**config.mk**
```make
export PLATFORM = sky130hd
export DESIGN_NAME = mem_axi_bridge
export DESIGN_NICKNAME = d
export VERILOG_FILES = /design/src/bridge_pkg.sv /design/src/addr_req_if.sv /design/src/axi_addr_issue.sv /design/src/read_beat_sipo.sv /design/src/write_beat_piso.sv /design/src/bridge_ctrl.sv /design/src/mem_axi_bridge.sv
export VERILOG_INCLUDE_DIRS = /design/src /design/src/src
export SDC_FILE = /design/constraint.sdc
export NUM_CORES = 2
export LEC_CHECK = 0
export BUFFER_PORTS_ARGS = -buffer_cell sky130_fd_sc_hd__buf_2
export CAP_MARGIN = 20
export CORE_AREA = 2 2 561 563
export DETAILED_ROUTE_END_ITERATION = 8
export DIE_AREA = 0 0 563 565
export MAX_ROUTING_LAYER = met4
export PLACE_DENSITY = 0.42
export REMOVE_ABC_BUFFERS = 1
export SLEW_MARGIN = 30
export SYNTH_ARGS = -nofsm -noshare
export SYNTH_HDL_FRONTEND = slang
export SYNTH_HIERARCHICAL = 1
export SYNTH_SLANG_ARGS = --single-unit
```
**constraint.sdc**
```tcl
create_clock -name aclk_i -period 21.8 [get_ports aclk_i]
set_clock_uncertainty 0.2 [all_clocks]
set_input_delay 1.09 -clock aclk_i [delete_from_list [all_inputs] [get_ports aclk_i]]
set_output_delay 1.09 -clock aclk_i [all_outputs]
set_load 0.01 [all_outputs]
```
**src/bridge_params.svh**
```systemverilog
`ifndef BRIDGE_PARAMS_SVH
`define BRIDGE_PARAMS_SVH

// memory side
`define BRIDGE_PADDR_W 40   // physical address bits from the cce
`define BRIDGE_BLOCK_W 512  // one cache block

// axi side
`define BRIDGE_AXI_ADDR_W 64  // paddr is zero extended to this
`define BRIDGE_BEAT_W 64      // rdata / wdata width

// log2 of bytes per beat
// size fields below this are not supported
`define BRIDGE_BEAT_BYTES_LG 3

// beats per block and index width
`define BRIDGE_BEATS 8
`define BRIDGE_BEAT_CNT_W 3

`endif

```
**src/bridge_pkg.sv**
```systemverilog
`include "bridge_params.svh"

package bridge_pkg;

  // memory message kinds, uncached ones take the same axi path
  typedef enum logic [1:0] {
    mem_rd    = 2'b00,  // cached read
    mem_uc_rd = 2'b01,  // uncached read
    mem_wr    = 2'b10,  // cached writeback
    mem_uc_wr = 2'b11   // uncached write
  } mem_msg_type_e;

  typedef struct packed {
    mem_msg_type_e              msg_type;
    logic [`BRIDGE_PADDR_W-1:0] addr;
    logic [2:0]                 size;  // log2 of bytes, 3 up to 6
    logic [5:0]                 tag;   // requester id, echoed in the response
  } mem_header_t;

  // command and response share the layout
  typedef struct packed {
    mem_header_t                header;
    logic [`BRIDGE_BLOCK_W-1:0] data;  // write block or read block
  } mem_msg_t;

endpackage

```
**src/addr_req_if.sv**
```systemverilog
`timescale 1ns/10ps
`include "bridge_params.svh"

// address phase request, one per axi address channel
interface addr_req_if;
  logic                       req;   // start pulse from control
  logic [`BRIDGE_PADDR_W-1:0] addr;
  logic [2:0]                 size;  // log2 bytes, as in the header
  logic                       done;  // pulse when the ax handshake completes

  modport ctrl (output req, output addr, output size, input done);

  modport issuer (input req, input addr, input size, output done);
endinterface

```
**src/axi_addr_issue.sv**
```systemverilog
`timescale 1ns/10ps
`include "bridge_params.svh"

module axi_addr_issue (
  input  logic                          aclk_i,
  input  logic                          aresetn_i,
  addr_req_if.issuer                    req_if,
  output logic [`BRIDGE_AXI_ADDR_W-1:0] axaddr_o,
  output logic [7:0]                    axlen_o,
  output logic [2:0]                    axsize_o,
  output logic                          axvalid_o,
  input  logic                          axready_i
);

  logic [2:0] len_lg;  // log2 of the beat count

  assign len_lg = req_if.size - 3'(`BRIDGE_BEAT_BYTES_LG);

  // payload is captured once per request
  always_ff @(posedge aclk_i) begin
    if (req_if.req) begin
      axaddr_o <= `BRIDGE_AXI_ADDR_W'(req_if.addr);  // zero extend
      axsize_o <= req_if.size;
      axlen_o  <= 8'((9'd1 << len_lg) - 9'd1);      // beats minus one
    end
  end

  always_ff @(posedge aclk_i) begin
    if (!aresetn_i) begin
      axvalid_o <= 1'b0;
    end else if (req_if.req) begin
      axvalid_o <= 1'b1;
    end else if (axready_i) begin
      axvalid_o <= 1'b0;  // drops the cycle after the handshake
    end
  end

  assign req_if.done = axvalid_o & axready_i;

  // the slave may sample at any stalled cycle
  payload_stable_a: assert property (@(posedge aclk_i) disable iff (!aresetn_i)
    axvalid_o && !axready_i |=> $stable({axaddr_o, axlen_o, axsize_o}));

endmodule

```
**src/read_beat_sipo.sv**
```systemverilog
`timescale 1ns/10ps
`include "bridge_params.svh"

module read_beat_sipo (
  input  logic                       aclk_i,
  input  logic                       aresetn_i,
  input  logic                       beat_take_i,
  input  logic [`BRIDGE_BEAT_W-1:0]  beat_data_i,
  input  logic                       last_i,
  output logic [`BRIDGE_BLOCK_W-1:0] block_o,
  output logic                       full_v_o,
  input  logic                       release_i
);

  logic [`BRIDGE_BEAT_CNT_W-1:0] slot_r;   // next slot to fill
  logic [`BRIDGE_BLOCK_W-1:0]    block_r;
  logic                          full_r;

  always_ff @(posedge aclk_i) begin
    if (!aresetn_i) begin
      slot_r <= '0;
      full_r <= 1'b0;
    end else begin
      if (beat_take_i) begin
        slot_r <= last_i ? '0 : slot_r + 1'b1;  // rewind for the next burst
      end
      if (beat_take_i && last_i) begin
        full_r <= 1'b1;
      end else if (release_i) begin
        full_r <= 1'b0;
      end
    end
  end

  always_ff @(posedge aclk_i) begin
    if (beat_take_i) begin
      if (slot_r == '0) begin
        // first beat also zeroes the upper slots of a short burst
        block_r <= `BRIDGE_BLOCK_W'(beat_data_i);
      end else begin
        block_r[slot_r*`BRIDGE_BEAT_W +: `BRIDGE_BEAT_W] <= beat_data_i;
      end
    end
  end

  assign full_v_o = full_r;
  assign block_o  = full_r ? block_r : '0;  // zero data outside a read response

  no_take_when_full_a: assert property (@(posedge aclk_i) disable iff (!aresetn_i)
    beat_take_i |-> !full_r);

endmodule

```
**src/write_beat_piso.sv**
```systemverilog
`timescale 1ns/10ps
`include "bridge_params.svh"

module write_beat_piso (
  input  logic                       aclk_i,
  input  logic                       aresetn_i,
  input  logic                       load_i,
  input  logic [`BRIDGE_BLOCK_W-1:0] block_i,
  input  logic [`BRIDGE_BEAT_CNT_W:0] beats_i,  // 1 up to a full block
  output logic                       beat_v_o,
  output logic [`BRIDGE_BEAT_W-1:0]  beat_o,
  output logic                       last_o,
  input  logic                       next_i
);

  logic [`BRIDGE_BLOCK_W-1:0]    block_r;
  logic [`BRIDGE_BEAT_CNT_W-1:0] idx_r;       // beat on the bus
  logic [`BRIDGE_BEAT_CNT_W-1:0] last_idx_r;  // index of the final beat
  logic                          beat_v_r;

  always_ff @(posedge aclk_i) begin
    if (load_i) begin
      block_r <= block_i;
    end
  end

  always_ff @(posedge aclk_i) begin
    if (!aresetn_i) begin
      beat_v_r   <= 1'b0;
      idx_r      <= '0;
      last_idx_r <= '0;
    end else if (load_i) begin
      beat_v_r   <= 1'b1;
      idx_r      <= '0;  // beat 0 goes first
      last_idx_r <= `BRIDGE_BEAT_CNT_W'(beats_i - 1'b1);
    end else if (next_i && beat_v_r) begin
      if (last_o) begin
        beat_v_r <= 1'b0;
      end else begin
        idx_r <= idx_r + 1'b1;
      end
    end
  end

  assign beat_v_o = beat_v_r;
  assign beat_o   = block_r[idx_r*`BRIDGE_BEAT_W +: `BRIDGE_BEAT_W];
  assign last_o   = beat_v_r && (idx_r == last_idx_r);

  no_load_when_busy_a: assert property (@(posedge aclk_i) disable iff (!aresetn_i)
    load_i |-> !beat_v_r);

endmodule

```
**src/bridge_ctrl.sv**
```systemverilog
`timescale 1ns/10ps
`include "bridge_params.svh"

module bridge_ctrl (
  input  logic                         aclk_i,
  input  logic                         aresetn_i,
  input  bridge_pkg::mem_msg_t         mem_cmd_i,
  input  logic                         mem_cmd_v_i,
  output logic                         mem_cmd_ready_o,
  output bridge_pkg::mem_header_t      mem_resp_header_o,
  output logic                         mem_resp_v_o,
  input  logic                         mem_resp_yumi_i,
  addr_req_if.ctrl                     rd_req,
  addr_req_if.ctrl                     wr_req,
  input  logic                         rvalid_i,
  input  logic                         rlast_i,
  output logic                         rready_o,
  output logic                         sipo_take_o,
  input  logic                         sipo_full_v_i,
  output logic                         sipo_release_o,
  output logic                         piso_load_o,
  output logic [`BRIDGE_BEAT_CNT_W:0]  piso_beats_o,
  input  logic                         piso_beat_v_i,
  input  logic                         piso_last_i,
  output logic                         wvalid_o,
  input  logic                         wready_i,
  output logic                         wlast_o,
  output logic                         piso_next_o,
  input  logic                         bvalid_i,
  output logic                         bready_o
);

  typedef enum logic [2:0] {
    st_idle, st_read, st_read_resp, st_write_addr, st_write_data, st_write_resp, st_resp_hold
  } state_e;

  state_e                  state_r, state_n;
  bridge_pkg::mem_header_t hdr_r;      // echoed in the response
  logic                    accept;
  logic                    cmd_is_rd;  // otherwise a write
  logic [2:0]              beats_lg;

  assign cmd_is_rd = mem_cmd_i.header.msg_type inside {bridge_pkg::mem_rd, bridge_pkg::mem_uc_rd};
  assign mem_cmd_ready_o = (state_r == st_idle);
  assign accept = mem_cmd_v_i & mem_cmd_ready_o;

  // issuers register the live header on the start pulse
  assign rd_req.req  = accept & cmd_is_rd;
  assign rd_req.addr = mem_cmd_i.header.addr;
  assign rd_req.size = mem_cmd_i.header.size;
  assign wr_req.req  = accept & ~cmd_is_rd;
  assign wr_req.addr = mem_cmd_i.header.addr;
  assign wr_req.size = mem_cmd_i.header.size;

  // write block is loaded together with the aw request
  assign beats_lg     = mem_cmd_i.header.size - 3'(`BRIDGE_BEAT_BYTES_LG);
  assign piso_load_o  = wr_req.req;
  assign piso_beats_o = (`BRIDGE_BEAT_CNT_W+1)'(1) << beats_lg;

  always_ff @(posedge aclk_i) begin
    if (accept) begin
      hdr_r <= mem_cmd_i.header;
    end
  end

  assign rready_o    = (state_r == st_read);
  assign sipo_take_o = rvalid_i & rready_o;
  assign wvalid_o    = (state_r == st_write_data) & piso_beat_v_i;
  assign wlast_o     = wvalid_o & piso_last_i;
  assign piso_next_o = wvalid_o & wready_i;     // w handshake
  assign bready_o    = (state_r == st_write_resp);

  // write response carries zero data since the sipo is empty then
  assign mem_resp_v_o = ((state_r == st_read_resp) & sipo_full_v_i)
                      | (state_r == st_resp_hold);
  assign mem_resp_header_o = hdr_r;
  assign sipo_release_o = mem_resp_yumi_i & (state_r == st_read_resp);

  always_comb begin
    state_n = state_r;
    case (state_r)
      st_idle: begin
        if (accept) state_n = cmd_is_rd ? st_read : st_write_addr;
      end
      st_read:       if (sipo_take_o && rlast_i) state_n = st_read_resp;
      st_read_resp:  if (mem_resp_yumi_i) state_n = st_idle;
      st_write_addr: if (wr_req.done) state_n = st_write_data;  // aw accepted
      st_write_data: if (piso_next_o && piso_last_i) state_n = st_write_resp;
      st_write_resp: if (bvalid_i) state_n = st_resp_hold;
      st_resp_hold:  if (mem_resp_yumi_i) state_n = st_idle;
      default:       state_n = st_idle;
    endcase
  end

  always_ff @(posedge aclk_i) begin
    if (!aresetn_i) begin
      state_r <= st_idle;
    end else begin
      state_r <= state_n;
    end
  end

  resp_held_a: assert property (@(posedge aclk_i) disable iff (!aresetn_i)
    mem_resp_v_o && !mem_resp_yumi_i |=> mem_resp_v_o && $stable(mem_resp_header_o));

  // ar handshake only happens while the read burst is pending
  ar_in_read_a: assert property (@(posedge aclk_i) disable iff (!aresetn_i)
    rd_req.done |-> state_r == st_read);

endmodule

```
**src/mem_axi_bridge.sv**
```systemverilog
`timescale 1ns/10ps
`include "bridge_params.svh"

module mem_axi_bridge (
  input  logic                          aclk_i,
  input  logic                          aresetn_i,
  input  bridge_pkg::mem_msg_t          mem_cmd_i,
  input  logic                          mem_cmd_v_i,
  output logic                          mem_cmd_ready_o,
  output bridge_pkg::mem_msg_t          mem_resp_o,
  output logic                          mem_resp_v_o,
  input  logic                          mem_resp_yumi_i,
  output logic [`BRIDGE_AXI_ADDR_W-1:0] awaddr_o,
  output logic [7:0]                    awlen_o,
  output logic [2:0]                    awsize_o,
  output logic                          awvalid_o,
  input  logic                          awready_i,
  output logic [`BRIDGE_BEAT_W-1:0]     wdata_o,
  output logic                          wlast_o,
  output logic                          wvalid_o,
  input  logic                          wready_i,
  input  logic                          bvalid_i,
  output logic                          bready_o,
  output logic [`BRIDGE_AXI_ADDR_W-1:0] araddr_o,
  output logic [7:0]                    arlen_o,
  output logic [2:0]                    arsize_o,
  output logic                          arvalid_o,
  input  logic                          arready_i,
  input  logic [`BRIDGE_BEAT_W-1:0]     rdata_i,
  input  logic                          rlast_i,
  input  logic                          rvalid_i,
  output logic                          rready_o
);

  addr_req_if rd_req_if ();
  addr_req_if wr_req_if ();

  logic                        sipo_take, sipo_full_v, sipo_release;
  logic                        piso_load, piso_beat_v, piso_last, piso_next;
  logic [`BRIDGE_BEAT_CNT_W:0] piso_beats;

  bridge_ctrl i_ctrl (
    .aclk_i, .aresetn_i, .mem_cmd_i, .mem_cmd_v_i, .mem_cmd_ready_o,
    .mem_resp_header_o (mem_resp_o.header),
    .mem_resp_v_o, .mem_resp_yumi_i,
    .rd_req (rd_req_if.ctrl), .wr_req (wr_req_if.ctrl),
    .rvalid_i, .rlast_i, .rready_o,
    .sipo_take_o (sipo_take), .sipo_full_v_i (sipo_full_v), .sipo_release_o (sipo_release),
    .piso_load_o (piso_load), .piso_beats_o (piso_beats),
    .piso_beat_v_i (piso_beat_v), .piso_last_i (piso_last),
    .wvalid_o, .wready_i, .wlast_o, .piso_next_o (piso_next),
    .bvalid_i, .bready_o
  );

  axi_addr_issue i_ar_issue (
    .aclk_i, .aresetn_i, .req_if (rd_req_if.issuer),
    .axaddr_o (araddr_o), .axlen_o (arlen_o), .axsize_o (arsize_o),
    .axvalid_o (arvalid_o), .axready_i (arready_i)
  );

  axi_addr_issue i_aw_issue (
    .aclk_i, .aresetn_i, .req_if (wr_req_if.issuer),
    .axaddr_o (awaddr_o), .axlen_o (awlen_o), .axsize_o (awsize_o),
    .axvalid_o (awvalid_o), .axready_i (awready_i)
  );

  // rdata goes straight in, the block is the response data
  read_beat_sipo i_sipo (
    .aclk_i, .aresetn_i,
    .beat_take_i (sipo_take), .beat_data_i (rdata_i), .last_i (rlast_i),
    .block_o (mem_resp_o.data), .full_v_o (sipo_full_v), .release_i (sipo_release)
  );

  write_beat_piso i_piso (
    .aclk_i, .aresetn_i,
    .load_i (piso_load), .block_i (mem_cmd_i.data), .beats_i (piso_beats),
    .beat_v_o (piso_beat_v), .beat_o (wdata_o), .last_o (piso_last), .next_i (piso_next)
  );

endmodule

```
==> out/summary.txt <==
status: finished clean
clock tree sinks: 1193
Final period util: 27.0%
cell area power density: 84.2 mW/mm²
Slew Viols, Final: 0
reg2reg path depth: 6
Max Freq: 170 MHz
hold_buf cts: 0
area of the multi-input gates: 0.0157 mm²
Synth warnings: 6
vias per inst: 3.87
RR Startpoint: i_ctrl/state_r[0]
area of the die: 0.318 mm²
DRT antenna net count: 0
cts repair resizes: 0
RSZ-0062 raised after global routing: false
crit-path max FO: 111
crit path kind: reg2out
final setup vio count: 0
combinational fraction of design power: 9.5%
DRC errors left: 0
pin count of the biggest net entering global routing: 167
Hold WC Path Type: in2reg
uppermost layer routed: met4
wire length on met1: 91.9 mm
worst slew pin tran: 1.24 ns
Switching Share: 26.2%
Overflow after GRT: 0
cell mode on critical path: buf_4
final net count: 5619
Layout area overhead: 29.4%
Inserted Clock Buffers: 149
placed inst area: 0.0641 mm²
total core area: 0.311 mm²
Setup Fix Bufs, Post-CTS: 0
worst slew margin relative to its limit: 17.2%
switching pwr: 1.52 mW
Hold Path Origin: mem_cmd_i[415]
port bufs: 1373
internal power: 4.29 mW
WL met3: 20.0 mm
Final Hold Fails: 0
antenna violations before repair: 170
# rows: 205
Clock transition at path regs: 0.06 ns
Initial Util: 17.1%
CP required: 20.51 ns
H-tree Lvls: 4
Peak supply drop: 0.0000676 V
DR WL/cell: 26.1 µm
utilization after layout: 22.2%
Die X: 563 µm
post-synthesis average cell area: 14.3 µm²
CP Cell Sequence: buf_4 > buf_12 > buf_4 > buf_4 > and2_1 > buf_2
min Tclk post-route: 5.89 ns
Total Neg Setup Slack: 0 ns
Final Cell Area: 0.0691 mm²
Die Ht: 565 µm
Slowest cell on crit path: dfxtp_4
CTS tree: built
Cell Area, Synth: 0.0534 mm²
clock latency at the later pin of the worst-skew pair: 0.82 ns
Root Driver: clkbuf_16
setup slack, reg-to-reg: 16.55 ns
highest cell delay on the worst timing path: 0.76 ns
maximum buffer depth of the clock tree: 4
clock power share: 41.4%
# Max-Cap Violations: 0
Crit. End Element: primary output
num ports: 1422
vias in the first global route: 36176
Startpoint Class: flip-flop
Post-Syn Instances: 3733
first-pass GRT wire length: 320 mm
GRT Util Overall: 15.0%
DRT iter0 DRCs: 3014
drt first pass iters: 7
Worst R2R End: i_piso/block_r[73]
Final Wtd Congestion: 0.872
worst hold path cell count: 1
WL final: 244 mm
fillcell total: 33494
DP HPWL: 184 mm
FF/Latch Area: 0.0357 mm²
WP data arrival: 4.60 ns
metal2 WL: 125 mm
vias post-DR: 36196
static leakage: 26.8 nW
Min-Delay Endpoint: i_piso/block_r[415]
Reg power frac: 49.1%
share of post-route cells with drive strength above 1: 36.8%
## state kept, by name, summed over array words and instances (netlist names), 8 cells and up
name,flops
i_ar_issue/axaddr_o,40
i_ar_issue/axlen_o,8
i_aw_issue/axaddr_o,40
i_aw_issue/axlen_o,8
i_ctrl/mem_resp_header_o,51
i_piso/block_r,512
i_sipo/block_r,512
## metal layers
metal | track usage, % | up-vias
li1 | - | 16046
met1 | 16.7 | 18157
met2 | 26.4 | 1668
met3 | 4.18 | 325
met4 | 3.99 | 0
met5 | - | -
## worst max-delay path, delay by kind of cell, from the launching register on
family	cells	cell delay (ns)
buf+inv	5	2.43
flops	1	0.76
simple gates	1	0.23
## power groups by stage
stage / clock [mW] / combinational, mW / sequential (mW)
after floorplan: 0 / 0.256 / 2.97
after global placement: 0 / 0.562 / 2.90
after detailed placement: 0 / 0.570 / 2.90
after CTS: 2.49 / 0.571 / 2.86
after global routing: 2.57 / 0.598 / 2.87
final: 2.40 / 0.555 / 2.85
## per-stage QoR
step,setup slack (ns),std cells,hold WS [ns],power [mW]
3_5_place_dp,16.17,8963,0.324,3.47
5_1_grt,15.43,9328,0.138,6.03
2_1_floorplan,5.68,3380,0.291,3.23
6_report,15.91,9349,0.222,5.81
4_1_cts,15.75,9215,0.117,5.92
3_3_place_gp,15.75,8960,0.315,3.46
## worst max path at each step
stage,from,endpoint,slack [ns]
after detailed placement,mem_cmd_i[562],i_piso/block_r[321],16.17
final,i_sipo/full_v_o,mem_resp_o[263],15.91
after global placement,mem_cmd_i[562],i_piso/block_r[113],15.75
after global routing,i_sipo/full_v_o,mem_resp_o[263],15.43
after CTS,i_sipo/full_v_o,mem_resp_o[263],15.75
after floorplan,mem_cmd_v_i,i_piso/idx_r[2],5.68
## final cells by class
| type | instances | share of cell area, % |
|---|---|---|
| repair buffers | 1443 | 10.9 |
| well taps | 4140 | 7.50 |
| inverters | 11 | 0.0598 |
| flip-flops and latches | 1193 | 51.7 |
| clock buffers | 173 | 5.53 |
| multi-input cells | 2176 | 22.8 |
| clock inverters | 79 | 1.12 |
| diodes | 134 | 0.486 |
## layout by cell type, fill, tap and decap left out, types with 3 or more instances in the layout
master / n
mux2_4: 63
o21a_1: 3
dfxtp_1: 11
buf_2: 1373
buf_6: 7
nor2_1: 21
clkbuf_16: 149
nor2b_1: 70
nand2b_1: 197
mux2i_1: 201
clkinvlp_4: 6
dfxtp_4: 5
xor2_1: 4
xnor2_1: 8
nand3b_1: 6
o211ai_1: 3
nand2_1: 370
inv_1: 10
clkinv_1: 27
o21ai_0: 6
a211oi_1: 3
diode_2: 134
or3b_1: 3
nand3_1: 207
clkinv_16: 5
buf_12: 4
bufinv_16: 7
edfxtp_1: 1177
clkbuf_1: 24
conb_1: 50
ha_1: 7
inv_6: 6
a21oi_1: 252
buf_4: 58
clkinv_4: 4
clkinv_2: 19
and2_1: 516
and2_4: 4
or4bb_1: 3
mux4_2: 128
Note: power is estimated with default switching activity, not from simulation.
